===== config.mk =====
export PLATFORM = sky130hd
export DESIGN_NAME = bounce_display
export DESIGN_NICKNAME = d
export VERILOG_FILES = /design/src/rtl/bounce_pkg.sv /design/src/rtl/display_timings.sv /design/src/rtl/frame_sequencer.sv /design/src/rtl/square_mover.sv /design/src/rtl/pixel_painter.sv /design/src/rtl/bounce_display.sv
export SDC_FILE = /design/constraint.sdc
export NUM_CORES = 1
export LEC_CHECK = 0
export BUFFER_PORTS_ARGS = -buffer_cell sky130_fd_sc_hd__buf_2
export CELL_PAD_IN_SITES_DETAIL_PLACEMENT = 0
export CELL_PAD_IN_SITES_GLOBAL_PLACEMENT = 1
export CORE_UTILIZATION = 54
export CTS_CLUSTER_SIZE = 20
export DETAILED_ROUTE_END_ITERATION = 16
export PLACE_DENSITY = 0.85
export RECOVER_POWER = 100
export SYNTH_ARGS = -nofsm -noshare
export SYNTH_HDL_FRONTEND = slang
export SYNTH_HIERARCHICAL = 1
export SYNTH_SLANG_ARGS = --single-unit

===== constraint.sdc =====
create_clock -name clk_pix -period 7.6 [get_ports clk_pix]
set_input_delay 0.76 -clock clk_pix [delete_from_list [all_inputs] [get_ports clk_pix]]
set_output_delay 0.76 -clock clk_pix [all_outputs]
set_load 0.1 [all_outputs]

===== src/rtl/bounce_pkg.sv =====
// bounce display shared definitions
// square state, host config word, sequencer states and reset speeds
`default_nettype none

package bounce_pkg;

    localparam int coord_w = 10;      // screen coordinate width
    localparam int num_squares = 3;

    typedef logic [coord_w-1:0] coord_t;

    // position is the top-left corner
    typedef struct packed {
        coord_t x;
        coord_t y;
        logic   dx;                   // 1 moves left
        logic   dy;                   // 1 moves up
    } square_t;

    typedef struct packed {
        logic [1:0] sel;              // square index 0..2
        coord_t     speed;
    } cfg_t;

    typedef enum logic [1:0] {
        SEQ_IDLE,
        SEQ_STEP,
        SEQ_ACK,
        SEQ_RELEASE
    } seq_state_t;

    localparam coord_t reset_speed [num_squares] = '{
        coord_t'(2),
        coord_t'(1),
        coord_t'(1)
    };

endpackage

`default_nettype wire


===== src/rtl/display_timings.sv =====
// display timings
// pixel and line counters over the full blanked frame, active-low syncs and data enable
`timescale 1ns/1ps
`default_nettype none

module display_timings #(
    parameter int h_res  = 640,
    parameter int h_fp   = 16,
    parameter int h_sync = 96,
    parameter int h_bp   = 48,
    parameter int v_res  = 480,
    parameter int v_fp   = 10,
    parameter int v_sync = 2,
    parameter int v_bp   = 33
) (
    input  wire logic         clk_pix,
    input  wire logic         reset,
    output bounce_pkg::coord_t sx,
    output bounce_pkg::coord_t sy,
    output logic              hsync,
    output logic              vsync,
    output logic              de
);
    import bounce_pkg::*;

    localparam coord_t h_sync_start = coord_t'(h_res + h_fp);
    localparam coord_t h_sync_end   = coord_t'(h_res + h_fp + h_sync);
    localparam coord_t h_last       = coord_t'(h_res + h_fp + h_sync + h_bp - 1);
    localparam coord_t v_sync_start = coord_t'(v_res + v_fp);
    localparam coord_t v_sync_end   = coord_t'(v_res + v_fp + v_sync);
    localparam coord_t v_last       = coord_t'(v_res + v_fp + v_sync + v_bp - 1);

    always_comb begin
        hsync = ~((sx >= h_sync_start) && (sx < h_sync_end));  // active low
        vsync = ~((sy >= v_sync_start) && (sy < v_sync_end));
        de    = (sx < coord_t'(h_res)) && (sy < coord_t'(v_res));
    end

    always_ff @(posedge clk_pix) begin
        if (reset) begin
            sx <= '0;
            sy <= '0;
        end else if (sx == h_last) begin   // end of line
            sx <= '0;
            sy <= (sy == v_last) ? '0 : sy + 1'b1;
        end else begin
            sx <= sx + 1'b1;
        end
    end

endmodule

`default_nettype wire


===== src/rtl/frame_sequencer.sv =====
// frame sequencer
// steps the squares once per frame and serves the host speed handshake
`timescale 1ns/1ps
`default_nettype none

module frame_sequencer #(
    parameter int v_res = 480
) (
    input  wire logic                               clk_pix,
    input  wire logic                               reset,
    input  wire bounce_pkg::coord_t                 sx,
    input  wire bounce_pkg::coord_t                 sy,
    input  wire logic                               cfg_req,
    input  wire bounce_pkg::cfg_t                   cfg,
    output logic                                    cfg_ack,
    output logic [bounce_pkg::num_squares-1:0]      step,
    output logic                                    load,
    output bounce_pkg::coord_t                      load_speed,
    output logic [1:0]                              load_sel
);
    import bounce_pkg::*;

    seq_state_t state;
    logic [1:0] step_idx;
    logic       frame_start;   // first blanking line, column 0
    logic       frame_pend;    // frame start seen while busy
    logic       go_step;
    logic       accept;

    always_comb begin
        frame_start = (sy == coord_t'(v_res)) && (sx == '0);
        go_step     = frame_start || frame_pend;
        accept      = (state == SEQ_IDLE) && !go_step && cfg_req;
        step        = '0;
        if (state == SEQ_STEP) begin
            step[step_idx] = 1'b1;          // one square per cycle
        end
    end

    always_ff @(posedge clk_pix) begin
        if (reset) begin
            state      <= SEQ_IDLE;
            step_idx   <= '0;
            frame_pend <= 1'b0;
            cfg_ack    <= 1'b0;
            load       <= 1'b0;
        end else begin
            load <= accept;
            if (frame_start && state != SEQ_IDLE) begin
                frame_pend <= 1'b1;
            end
            case (state)
                SEQ_IDLE: begin
                    if (go_step) begin
                        state      <= SEQ_STEP;
                        frame_pend <= 1'b0;
                    end else if (cfg_req) begin
                        state   <= SEQ_ACK;
                        cfg_ack <= 1'b1;
                    end
                end
                SEQ_STEP: begin
                    if (step_idx == 2'(num_squares - 1)) begin
                        state    <= SEQ_IDLE;
                        step_idx <= '0;
                    end else begin
                        step_idx <= step_idx + 1'b1;
                    end
                end
                SEQ_ACK: begin
                    if (!cfg_req) begin       // host released
                        state   <= SEQ_RELEASE;
                        cfg_ack <= 1'b0;
                    end
                end
                SEQ_RELEASE: state <= SEQ_IDLE;
                default:     state <= SEQ_IDLE;
            endcase
        end
    end

    // request payload, captured once per accepted request
    always_ff @(posedge clk_pix) begin
        if (accept) begin
            load_speed <= cfg.speed;
            load_sel   <= cfg.sel;
        end
    end

endmodule

`default_nettype wire


===== src/rtl/square_mover.sv =====
// square mover
// one square's position, direction and speed, bounced off the screen edges on step
`timescale 1ns/1ps
`default_nettype none

module square_mover #(
    parameter int index = 0,
    parameter int size  = 100,
    parameter int h_res = 640,
    parameter int v_res = 480
) (
    input  wire logic               clk_pix,
    input  wire logic               reset,
    input  wire logic               step,
    input  wire logic               load,
    input  wire logic [1:0]         load_sel,
    input  wire bounce_pkg::coord_t load_speed,
    output bounce_pkg::square_t     sq
);
    import bounce_pkg::*;

    coord_t speed;
    coord_t x_next;
    coord_t y_next;
    logic   dx_next;
    logic   dy_next;

    // bounce rule for one axis
    function automatic void bounce_axis(
        input  coord_t pos,
        input  logic   dir,
        input  coord_t spd,
        input  int     limit,
        output coord_t pos_n,
        output logic   dir_n
    );
        int far_edge;
        far_edge = limit - (size + int'(spd));
        dir_n    = dir;
        if (int'(pos) >= far_edge) begin      // right or bottom edge
            dir_n = 1'b1;
            pos_n = pos - spd;
        end else if (pos < spd) begin         // left or top edge
            dir_n = 1'b0;
            pos_n = pos + spd;
        end else begin
            pos_n = dir ? pos - spd : pos + spd;
        end
    endfunction

    always_comb begin
        bounce_axis(sq.x, sq.dx, speed, h_res, x_next, dx_next);
        bounce_axis(sq.y, sq.dy, speed, v_res, y_next, dy_next);
    end

    always_ff @(posedge clk_pix) begin
        if (reset) begin
            sq    <= '0;
            speed <= reset_speed[index];
        end else begin
            if (load && load_sel == 2'(index)) begin
                speed <= load_speed;
            end
            if (step) begin
                sq.x  <= x_next;
                sq.y  <= y_next;
                sq.dx <= dx_next;
                sq.dy <= dy_next;
            end
        end
    end

endmodule

`default_nettype wire


===== src/rtl/pixel_painter.sv =====
// pixel painter
// hit test for the three squares, registered colour and sync outputs
`timescale 1ns/1ps
`default_nettype none

module pixel_painter #(
    parameter int q1_size = 100,
    parameter int q2_size = 150,
    parameter int q3_size = 200
) (
    input  wire logic                clk_pix,
    input  wire logic                reset,
    input  wire bounce_pkg::coord_t  sx,
    input  wire bounce_pkg::coord_t  sy,
    input  wire logic                hsync,
    input  wire logic                vsync,
    input  wire logic                de,
    input  wire bounce_pkg::square_t sq0,
    input  wire bounce_pkg::square_t sq1,
    input  wire bounce_pkg::square_t sq2,
    output logic                     vga_hsync,
    output logic                     vga_vsync,
    output logic [3:0]               vga_r,
    output logic [3:0]               vga_g,
    output logic [3:0]               vga_b
);
    import bounce_pkg::*;

    logic q1_draw;
    logic q2_draw;
    logic q3_draw;

    // start inclusive, end exclusive
    function automatic logic hit_square(
        input coord_t  px,
        input coord_t  py,
        input square_t sq,
        input int      size
    );
        return (px >= sq.x) && (int'(px) < int'(sq.x) + size)
            && (py >= sq.y) && (int'(py) < int'(sq.y) + size);
    endfunction

    always_comb begin
        q1_draw = hit_square(sx, sy, sq0, q1_size);
        q2_draw = hit_square(sx, sy, sq1, q2_size);
        q3_draw = hit_square(sx, sy, sq2, q3_size);
    end

    always_ff @(posedge clk_pix) begin
        if (reset) begin
            vga_hsync <= 1'b1;      // syncs idle high
            vga_vsync <= 1'b1;
            vga_r     <= 4'h0;
            vga_g     <= 4'h0;
            vga_b     <= 4'h0;
        end else begin
            vga_hsync <= hsync;
            vga_vsync <= vsync;
            vga_r     <= (de && q1_draw) ? 4'hf : 4'h0;
            vga_g     <= (de && q2_draw) ? 4'hf : 4'h0;
            vga_b     <= (de && q3_draw) ? 4'hf : 4'h0;
        end
    end

endmodule

`default_nettype wire


===== src/rtl/bounce_display.sv =====
// bounce display top
// timing counter, frame sequencer, three square movers and the VGA painter
`timescale 1ns/1ps
`default_nettype none

module bounce_display #(
    parameter int h_res   = 640,
    parameter int h_fp    = 16,
    parameter int h_sync  = 96,
    parameter int h_bp    = 48,
    parameter int v_res   = 480,
    parameter int v_fp    = 10,
    parameter int v_sync  = 2,
    parameter int v_bp    = 33,
    parameter int q1_size = 100,
    parameter int q2_size = 150,
    parameter int q3_size = 200
) (
    input  wire logic             clk_pix,
    input  wire logic             reset,
    input  wire logic             cfg_req,
    input  wire bounce_pkg::cfg_t cfg,
    output logic                  cfg_ack,
    output logic                  vga_hsync,
    output logic                  vga_vsync,
    output logic [3:0]            vga_r,
    output logic [3:0]            vga_g,
    output logic [3:0]            vga_b
);
    import bounce_pkg::*;

    localparam int sq_size [num_squares] = '{q1_size, q2_size, q3_size};

    coord_t                 sx;
    coord_t                 sy;
    logic                   hsync;
    logic                   vsync;
    logic                   de;
    logic [num_squares-1:0] step;       // one strobe per square
    logic                   load;
    coord_t                 load_speed;
    logic [1:0]             load_sel;
    square_t                sq [num_squares];

    display_timings #(
        .h_res(h_res), .h_fp(h_fp), .h_sync(h_sync), .h_bp(h_bp),
        .v_res(v_res), .v_fp(v_fp), .v_sync(v_sync), .v_bp(v_bp)
    ) timings_i (
        .clk_pix(clk_pix),
        .reset(reset),
        .sx(sx),
        .sy(sy),
        .hsync(hsync),
        .vsync(vsync),
        .de(de)
    );

    frame_sequencer #(
        .v_res(v_res)
    ) sequencer_i (
        .clk_pix(clk_pix),
        .reset(reset),
        .sx(sx),
        .sy(sy),
        .cfg_req(cfg_req),
        .cfg(cfg),
        .cfg_ack(cfg_ack),
        .step(step),
        .load(load),
        .load_speed(load_speed),
        .load_sel(load_sel)
    );

    for (genvar i = 0; i < num_squares; i++) begin : g_mover
        square_mover #(
            .index(i), .size(sq_size[i]), .h_res(h_res), .v_res(v_res)
        ) mover_i (
            .clk_pix(clk_pix),
            .reset(reset),
            .step(step[i]),
            .load(load),
            .load_sel(load_sel),
            .load_speed(load_speed),
            .sq(sq[i])
        );
    end

    pixel_painter #(
        .q1_size(q1_size), .q2_size(q2_size), .q3_size(q3_size)
    ) painter_i (
        .clk_pix(clk_pix),
        .reset(reset),
        .sx(sx),
        .sy(sy),
        .hsync(hsync),
        .vsync(vsync),
        .de(de),
        .sq0(sq[0]),
        .sq1(sq[1]),
        .sq2(sq[2]),
        .vga_hsync(vga_hsync),
        .vga_vsync(vga_vsync),
        .vga_r(vga_r),
        .vga_g(vga_g),
        .vga_b(vga_b)
    );

endmodule

`default_nettype wire


Yosys cells after proc, flatten, opt, wreduce, memory -nomap -nowiden
Cells that the tools add are included.
{ "op_classes": {"magnitude_cmp": 32, "add_sub_neg": 30, "reduce_logical": 45, "muxes": 50, "bitwise_logic": 2, "n_eq_ne": 14} }
{ "ops": {"columns": ["operator", "n"], "rows": [
  ["$ge A11 B32 Y1", 6],
  ["$lt A11 B32 Y1", 6],
  ["$mux W10", 19],
  ["$sub A10 B32 Y32 const A", 3],
  ["$add A10 B10 Y10", 6],
  ["$ge A10 B10 Y1", 6],
  ["$lt A10 B10 Y1", 6],
  ["$sub A10 B10 Y10", 6],
  ["$add A10 B8 Y11 const B", 4],
  ["$sub A10 B11 Y12 const A", 3],
  ["$logic_and A1 B1 Y1", 23],
  ["$add A10 B7 Y11 const B", 2],
  ["$add A8 B10 Y11 const A", 2],
  ["$add A10 B1 Y10 const B", 2],
  ["$eq A10 B10 Y1 const B", 2],
  ["$lt A10 B10 Y1 const B", 2],
  ["$lt A10 B9 Y1 const B", 2],
  ["$mux W1", 19],
  ["$reduce_bool A2 Y1", 8],
  ["$mux W4", 3],
  ["$reduce_and A2 Y1", 6],
  ["$add A7 B10 Y11 const A", 1],
  ["$eq A10 B9 Y1 const B", 1],
  ["$ge A10 B10 Y1 const B", 1],
  ["other kinds (21)", 34]
]} }
{ "totals": {"register_bits": 149, "in_bits": 15, "output_inout_bits": 15} }

Logic depth before layout (Yosys ltp)
Gate-level depths: netlist of run 1.
{ "logic_depth": {"ltp_word": 7, "depth_mapped": 20, "mapped_depth_nobuf": 18} }

Hierarchy
The synthesis of run 1 kept the hierarchy.
{ "modules_own_cells": {"columns": ["mod", "seq_area_each_um2", "area_per_inst_um2", "cells_each", "n_inst"], "rows": [
  ["square_mover at g_mover[1].mover_i", 640.6, 3995.1, 534, 1],
  ["square_mover at g_mover[0].mover_i", 640.6, 3743.6, 465, 1],
  ["square_mover at g_mover[2].mover_i", 640.6, 3633.5, 440, 1],
  ["pixel_painter", 100.1, 3321.9, 424, 1],
  ["display_timings", 400.4, 1016.0, 123, 1],
  ["frame_sequencer", 500.5, 714.4, 54, 1]
]} }

Worst setup path after synthesis of run 1
No wires, ideal clock.
{ "synth_path": {"path_kind": "register to register", "startpoint": "reg g_mover[0].mover_i.speed[2]", "endpoint": "reg g_mover[0].mover_i/sq[20] (netlist name)", "n_path_buf": 1, "arrival_ps": 3954, "setup_slack_ps": 3551, "t_required_ps": 7505, "stages_incl_launch_ff": 16, "path_cell_list": "dfxtp_1 -> ha_1 -> xor2_1 -> or4_1 -> o31ai_1 -> nand2_1 -> xnor2_1 -> ha_1 -> a211oi_1 -> o211ai_1 -> a21oi_1 -> a311oi_1 -> or4_1 -> buf_2 -> mux2_2 -> o311ai_1"} }
{ "synth_between": {"elab_chain_len": 4, "elab_cells_between_ends": 9, "classes_between": "add/sub: 4; order compare: 2; mux: 3"} }
{ "synth_lines": {"columns": ["item", "line_no", "text"], "rows": [
  ["from (decl)", "square_mover.sv:22", "coord_t speed;"],
  ["from (signal assigned)", "square_mover.sv:59", "speed <= reset_speed[index];"],
  ["from (signal assigned)", "square_mover.sv:62", "speed <= load_speed;"],
  ["$add A7 B10 Y11, or another cell as far along", "square_mover.sv:38", "far_edge = limit - (size + int'(spd));"],
  ["$sub A10 B11 Y12 or $mux W10 (tied branches)", "square_mover.sv:38, square_mover.sv:47", null],
  ["$ge A11 B32 Y1 or $mux W10 (tied branches)", "square_mover.sv:40, square_mover.sv:43", null],
  ["$mux W10 *", "square_mover.sv:40", "if (int'(pos) >= far_edge) begin"]
]} }
Mark *: on every way between the ends. The rest lies on a longest branch, timed or not.
A chain may end at the register's enable or synchronous reset.

Worst setup path in the final report of run 1
{ "layout_path": {"startpoint": "reg g_mover[2].mover_i.speed[3]", "endpoint": "reg g_mover[2].mover_i/sq[16] (netlist name)"} }
{ "layout_between": {"elab_chain_len": 4, "elab_cells_between_ends": 9, "classes_between": "add/sub: 4; order compare: 2; mux: 3"} }
{ "layout_lines": {"columns": ["item", "line_no"], "rows": [
  ["from (decl)", "square_mover.sv:22"],
  ["from (signal assigned)", "square_mover.sv:59"],
  ["from (signal assigned)", "square_mover.sv:62"],
  ["$add A8 B10 Y11, or another cell as far along", "square_mover.sv:38"],
  ["$sub A10 B11 Y12 or $mux W10 (tied branches)", "square_mover.sv:38, square_mover.sv:47"],
  ["$ge A11 B32 Y1 or $mux W10 (tied branches)", "square_mover.sv:40, square_mover.sv:43"],
  ["$mux W10 *", "square_mover.sv:40"]
]} }
Marked as above.

==> run metrics, run 1 <==
top-area cell type share of the netlist area 0.227; vias 14,754; Seq cells post-synth 140; YS warnings 6; cell area power density 119 mW/mm^2; WHS Endpoint sequencer_i/load_speed[4]$_DFFE_PP_; Synth area leaders ha_1 23%, dfxtp_1 16%, xnor2_1 5.1%, a21oi_1 4.6%, inv_1 3.9%; clock sink count 140; fraction of registers with async set/reset 0; Max Transition Viols Final 217; setup tns final 0 ns; std cell rows 63; syn_nets 2,365; total gr overflow 0; hold depth 1; final wirelength 45,600 um; initial antenna violation count 0; FF-to-FF path depth 14; Post-Syn Area 0.0164 mm^2; critical hold path startpoint cfg[4]; routed len/inst 18.7 um; Least-Margin Pin Slew 3.12 ns; sequential element share of the synthesized area 0.178; max_slew headroom -1.08; CP Launch Type register; DRC viols 0; die height 176 um; H-tree levels 4; post-synth top area cell ha_1; Crit. Startpoint g_mover[2].mover_i/speed[3]$_SDFFE_PP0P_; largest net degree at the start of global routing 62; Setup-failing EPs final 0; Cell variety after synth 109; Worst Path Required 7.94 ns; Initial DRC Count 818; post-route setup slack 1.57 ns; Initial Utilization 0.551; period utilisation layout 0.794; Max-Cap Viols 6; Port Buf Inserts 29; Avg Synthesized Cell Area 8.05 um^2; static leakage 7.25 nW; Routability Congestion 0.910; dpl ws 2.70 ns; diode count 0; peak supply drop 287 uV; crit-path max FO 12; clock latency on the worst-skew pair 0.45 ns; f_max 166 MHz; placed cells 2,401; Final Non-Filler Cells 2,433; share of cells above drive strength 1 0.0568; Synth Flop Type dfxtp_1; post-layout min period 6.03 ns; number of post-CTS setup repair buffers 0; first-pass GRT wire length 74,100 um; Antenna Nets Post-Route 0; reg2reg start g_mover[2].mover_i/speed[3]$_SDFFE_PP0P_; die width 176 um; Reg2Reg Capture Point g_mover[2].mover_i/sq[16]$_SDFFE_PP0P_; vias per cell 6.06; register-to-register setup slack 1.57 ns; Hold Violations, Final 0; critical path class register to register; core area 0.0298 mm^2; CTS Hold Bufs 0; Mapped Cells 2,040; Clk pin slew, worst setup/hold paths 0.07 ns; CP Data Arrival Time 6.38 ns; post-CTS sizing 0; Critical Path End Type register; Hold WC Path Type input port to register; I/O pins 30; fin nets 2,355; unrepaired setup endpoints after global routing no; clock buffer depth 2; Post-synth EDFFs 12; Num CTS Buffers 17; number of global-route vias before repair 14,339; Final HPWL DP 35,200 um; CTS tree done; DRT Pass-1 Iters 7; total die area 0.0311 mm^2; area grow syn2layout 5.26%; Overall Global Routing Usage 0.300; status finished with violations; Clock Skews 0.0129 ns; failing checks capacitance limit, slew limit; root buf cell clkbuf_16
stage by stage:
step / utilization / total power (W) / instance area [um^2] / hold WS (ns)
detailed placement: 0.564 / 0.00120 / 16800 / 0.487
CTS: 0.584 / 0.00209 / 17400 / 0.466
global route: 0.580 / 0.00215 / 17300 / 0.470
global placement: 0.564 / 0.00120 / 16800 / 0.480
finish: 0.580 / 0.00206 / 17300 / 0.489
floorplan: - / 0.00113 / 16400 / 0.459
layout make-up:
cell class | count | area [um^2]
clock buffers | 18 | 429
clock inverters | 14 | 161
fillers | 2818 | 12500
inverters | 177 | 666
multi-input cells | 1656 | 12400
flip-flops and latches | 140 | 2920
well taps | 390 | 488
repair buffers | 38 | 178
flip-flops by register name, indices dropped and copies added, names as in the netlist, 2 cells and up:
name                    flops
sequencer_i/step_idx        2
g_mover.mover_i/sq         66
timings_i/sx               10
timings_i/sy               10
sequencer_i/load_sel        2
g_mover.mover_i/speed      30
sequencer_i/state           2
sequencer_i/load_speed     10
cells by family after synthesis:
| family | share of synthesized area |
|---|---|
| mux | 0.0254 |
| buf+inv | 0.0617 |
| compound gates | 0.217 |
| fa+ha+maj | 0.242 |
| xor+xnor | 0.0681 |
| flops | 0.178 |
| simple gates | 0.208 |
per-layer routing:
layer,global-route usage,part of all wire
met5,0,0
met1,0.391,0.47
met3,0.0577,0.051
met4,0.108,0.030
met2,0.489,0.45
report_power, final:
part	leakage [nW]	internal, W	switching [W]
registers	1.15	0.000765	0.0000402
logic	5.82	0.000122	0.000257
clock network	0.285	0.000490	0.000389
total	7.25	0.00138	0.000686
worst max-delay path: stages, from the launching register on:
cell and delay [ns]:
dfxtp_1 0.63, ha_1 0.40, and2_0 0.21, o211ai_1 0.15, a211oi_1 0.43, xor2_1 0.12
ha_1 0.31, a21oi_1 0.09, nor3b_1 0.14, o21ai_0 0.12, nand2_1 0.13, o311ai_0 2.28
mux2i_1 0.32, and4_1 0.35, a311o_1 0.27
placed cells by master, fill, tap and decap left out, types with 10 or more instances in the layout:
| cell type | count |
|---|---|
| nor3_1 | 40 |
| o31ai_1 | 18 |
| mux2i_1 | 38 |
| or3_1 | 21 |
| a21o_1 | 23 |
| o21a_1 | 27 |
| o21bai_1 | 18 |
| ha_1 | 298 |
| a211o_1 | 11 |
| nor2b_1 | 30 |
| dfxtp_1 | 128 |
| a211oi_1 | 44 |
| clkbuf_1 | 21 |
| nand4_1 | 26 |
| o211ai_1 | 10 |
| o21ai_1 | 18 |
| buf_2 | 13 |
| nand2_1 | 157 |
| nand3_1 | 44 |
| nor3b_1 | 18 |
| a21oi_1 | 151 |
| xor2_1 | 24 |
| nor4_1 | 22 |
| inv_1 | 170 |
| edfxtp_1 | 12 |
| nor2_1 | 167 |
| o21ai_0 | 83 |
| clkbuf_16 | 17 |
| nand4b_1 | 10 |
| and3_1 | 18 |
| xnor2_1 | 95 |
| nand2b_1 | 40 |
| fa_1 | 12 |
worst max path at each step:
stage / endpoint / depth (start not counted)
6_report: g_mover[2].mover_i/sq[16]$_SDFFE_PP0P_ / 14
5_1_grt: g_mover[2].mover_i/sq[16]$_SDFFE_PP0P_ / 14
4_1_cts: g_mover[0].mover_i/sq[6]$_SDFFE_PP0P_ / 13
3_5_place_dp: g_mover[0].mover_i/sq[6]$_SDFFE_PP0P_ / 13
3_3_place_gp: g_mover[0].mover_i/sq[6]$_SDFFE_PP0P_ / 13
2_1_floorplan: g_mover[0].mover_i/sq[20]$_SDFFE_PP0P_ / 15
synthesized netlist by cell type (17+ instances only):
master and instances:
nor4_1 20, a211oi_1 43, xor2_1 24, and3_1 18
clkbuf_1 38, nand3_1 44, or3_1 21, a21o_1 23
inv_1 170, o21bai_1 17, nor2_1 167, o21ai_0 79
a21oi_1 150, mux2i_1 38, ha_1 298, dfxtp_1 128
nand2_1 157, o21ai_1 22, nor2b_1 30, nor3_1 42
o21a_1 27, nand2b_1 40, nor3b_1 18, o31ai_1 18
nand4_1 26, xnor2_1 95
No activity file was read; power rests on OpenSTA's default activity.
==> run 2, diff against run 1 <==
ABC_AREA = 1   (was not set)
CORE_UTILIZATION = 43   (was 54)
PLACE_DENSITY = 0.75   (was 0.85)
clock period = 5.1 ns   (was 7.6 ns; I/O delays follow)
==> run metrics, run 2 <==
clock sink count 140 (unchanged); post-layout util 0.459 (-0.121); Max Transition Viols Final 91 (-58%); fraction of registers with async set/reset 0 (unchanged); post-CTS sizing 0 (unchanged); first-pass GRT wire length 91,500 um (+24%); Post-synth EDFFs 12 (unchanged); CP Launch Type register; unrepaired setup endpoints after global routing no; total gr overflow 0 (unchanged); Synth area leaders ha_1 20%, nand2_1 14%, dfxtp_1 14%, inv_1 7.8%, nand3_1 5.8%; H-tree levels 4 (unchanged); die width 211 um (+20%); commonest non-fill, non-tap cell in the layout nand2_1; Overall Global Routing Usage 0.263 (-0.0367); max reg flops 66 (unchanged); Num CTS Buffers 17 (unchanged); clock buffer depth 2 (unchanged); most frequent cells in the layout 732 x nand2_1, 393 x inv_1, 298 x ha_1, 252 x nor2_1, 226 x nand3_1; Least-Margin Pin Slew 2.05 ns (-1.06 ns); number of post-CTS setup repair buffers 0 (unchanged); vias 18,206 (+23%); fin nets 3,220 (+37%); Antenna Nets Post-Route 0 (unchanged); status finished with violations; max_slew headroom -0.370 (+0.708); crit-path max FO 10 (-2); post-route setup slack 1.16 ns (-0.408 ns); final wirelength 57,100 um (+25%); Avg Synthesized Cell Area 6.47 um^2 (-20%); Final HPWL DP 45,800 um (+30%); root buf cell clkbuf_16; setup tns final 0 ns (unchanged); Hold WC Path Type input port to register; sequential element share of the synthesized area 0.156 (-0.0222); die height 211 um (+20%); Initial DRC Count 1,156 (+41%); CP Data Arrival Time 4.34 ns (-2.04 ns); Port Buf Inserts 29 (unchanged); synth cell count leaders 719 x nand2_1, 389 x inv_1, 298 x ha_1, 247 x nor2_1, 217 x nand3_1; top-count cell post-synth nand2_1; total die area 0.0445 mm^2 (+43%); period utilisation layout 0.773 (-0.0210); vias per cell 5.21 (-14%); DRT Pass-1 Iters 5 (-2); Setup-failing EPs final 0 (unchanged); I/O pins 30 (unchanged); FILL cells 4,576 (+62%); Synth Flop Type dfxtp_1; DRC viols 0 (unchanged); peak supply drop 207 uV (-28%); syn_nets 3,226 (+36%); core area 0.0431 mm^2 (+45%); share of cells above drive strength 1 0.0591 (+0.00237); YS warnings 6 (unchanged); CTS tree done; initial antenna violation count 0 (unchanged); failing checks capacitance limit, slew limit; Worst Path Required 5.50 ns (-2.44 ns); Seq cells post-synth 140 (unchanged); largest net degree at the start of global routing 71 (+15%); Routability Congestion 0.903 (-0.85%); clock latency on the worst-skew pair 0.50 ns (+0.05 ns); cell area power density 232 mW/mm^2 (+94%); Critical Path End Type register; diode count 0 (unchanged); static leakage 10.4 nW (+44%); post-synth top area cell ha_1; post-layout min period 3.94 ns (-2.09 ns); top-area cell type share of the netlist area 0.199 (-0.0283); largest register by flop count g_mover.mover_i/sq; Max-Cap Viols 3 (-3); std cell rows 76 (+21%); critical path class register to register; dpl ws 1.65 ns (-1.05 ns); CTS Hold Bufs 0 (unchanged); routed len/inst 16.4 um (-13%); f_max 254 MHz (+53%); top flop regs g_mover.mover_i/sq x66, g_mover.mover_i/speed x30; Post-Syn Area 0.0188 mm^2 (+14%); area grow syn2layout 5.49%; Hold Violations, Final 0 (unchanged); Cell variety after synth 52 (-52%); Mapped Cells 2,901 (+42%); Clock Skews 0.0147 ns (+0.00187 ns); Initial Utilization 0.436 (-0.116); Clk pin slew, worst setup/hold paths 0.07 ns (about the same); number of global-route vias before repair 17,058 (+19%)
==> run 2: cell types whose count changed after synthesis, sizes merged, moves of 84 or more <==
cell / before / now
nand2: 157 / 775
xnor2: 99 / 15
nand3: 47 / 243
nor2: 168 / 277
xor2: 24 / 117
inv: 174 / 416
==> run 2: power breakdown <==
group	internal (W)	switching [W]	leakage [nW]
clock	0.000696	0.000627	0.287
sequential	0.00120	0.000182	1.15
combinational	0.000590	0.00129	8.98
total	0.00249	0.00210	10.4
==> run 2: metal layers <==
layer | track usage | routed length (um) | up-vias
met5 | 0 | 0 | -
li1 | - | - | 9422
met2 | 0.425 | 25600 | 341
met4 | 0.0800 | 1340 | 0
met1 | 0.361 | 28200 | 8382
met3 | 0.0358 | 2100 | 61
==> run 2: worst paths after layout <==
path / slack, ns / cells past startpoint / endpoint / startpoint
worst max register to register: 1.16 / 25 / g_mover[0].mover_i/sq[15]$_SDFFE_PP0P_ / g_mover[0].mover_i/speed[2]$_SDFFE_PP0P_
worst min-delay path: 0.19 / 1 / sequencer_i/load_speed[9]$_DFFE_PP_ / cfg[9]
worst min register to register: 0.48 / 2 / sequencer_i/frame_pend$_SDFF_PP0_ / sequencer_i/frame_pend$_SDFF_PP0_
worst max-delay path: 1.16 / 25 / g_mover[0].mover_i/sq[15]$_SDFFE_PP0P_ / g_mover[0].mover_i/speed[2]$_SDFFE_PP0P_
==> run 2: critical path, stage by stage, from the launching register on <==
cell and delay [ns]:
dfxtp_1 0.43, ha_1 0.27, nand2_1 0.12, clkinv_1 0.08
nor2_1 0.37, nor2_4 0.08, nand2_1 0.07, inv_1 0.04
nor2_1 0.19, inv_1 0.07, ha_1 0.29, nand2_1 0.07
nor2_1 0.04, and2_0 0.12, nor2_1 0.09, nand3_1 0.08
nand2_1 0.06, nand2_1 0.06, nand3_1 0.12, nor2_4 0.04
nor2_1 0.51, nand2_1 0.28, nand2_1 0.12, nand3_1 0.07
nand2_1 0.14, inv_1 0.04
==> run 2: cell type report <==
type | count | area, um^2 | share of cell area
clock buffers | 17 | 425 | 0.0215
well taps | 585 | 732 | 0.0370
flip-flops and latches | 140 | 2920 | 0.148
clock inverters | 15 | 170 | 0.00860
multi-input cells | 2283 | 13800 | 0.698
inverters | 420 | 1580 | 0.0797
repair buffers | 33 | 156 | 0.00790
==> run 2: cells by family (layout without fill, tap and decap cells) <==
group | after synthesis | in the layout | synth area share
xor gates and xnor gates | 132 | 132 | 0.0646
AOI/OAI and AO/OA | 412 | 412 | 0.121
buffers and inverters | 478 | 485 | 0.0992
adders and majority gates | 310 | 310 | 0.212
DFF | 140 | 140 | 0.156
and+or+nand+nor | 1429 | 1429 | 0.348
==> run 2: metrics by stage <==
step                      hold slack [ns]  area, um^2  std cells  power [W]
final                               0.189       19800       3493    0.00459
after global placement              0.471       19400       3461    0.00328
after CTS                           0.148       20000       3493    0.00465
after global routing                0.168       19800       3493    0.00491
after detailed placement            0.473       19400       3461    0.00330
after floorplan                     0.452       18800       2901    0.00283
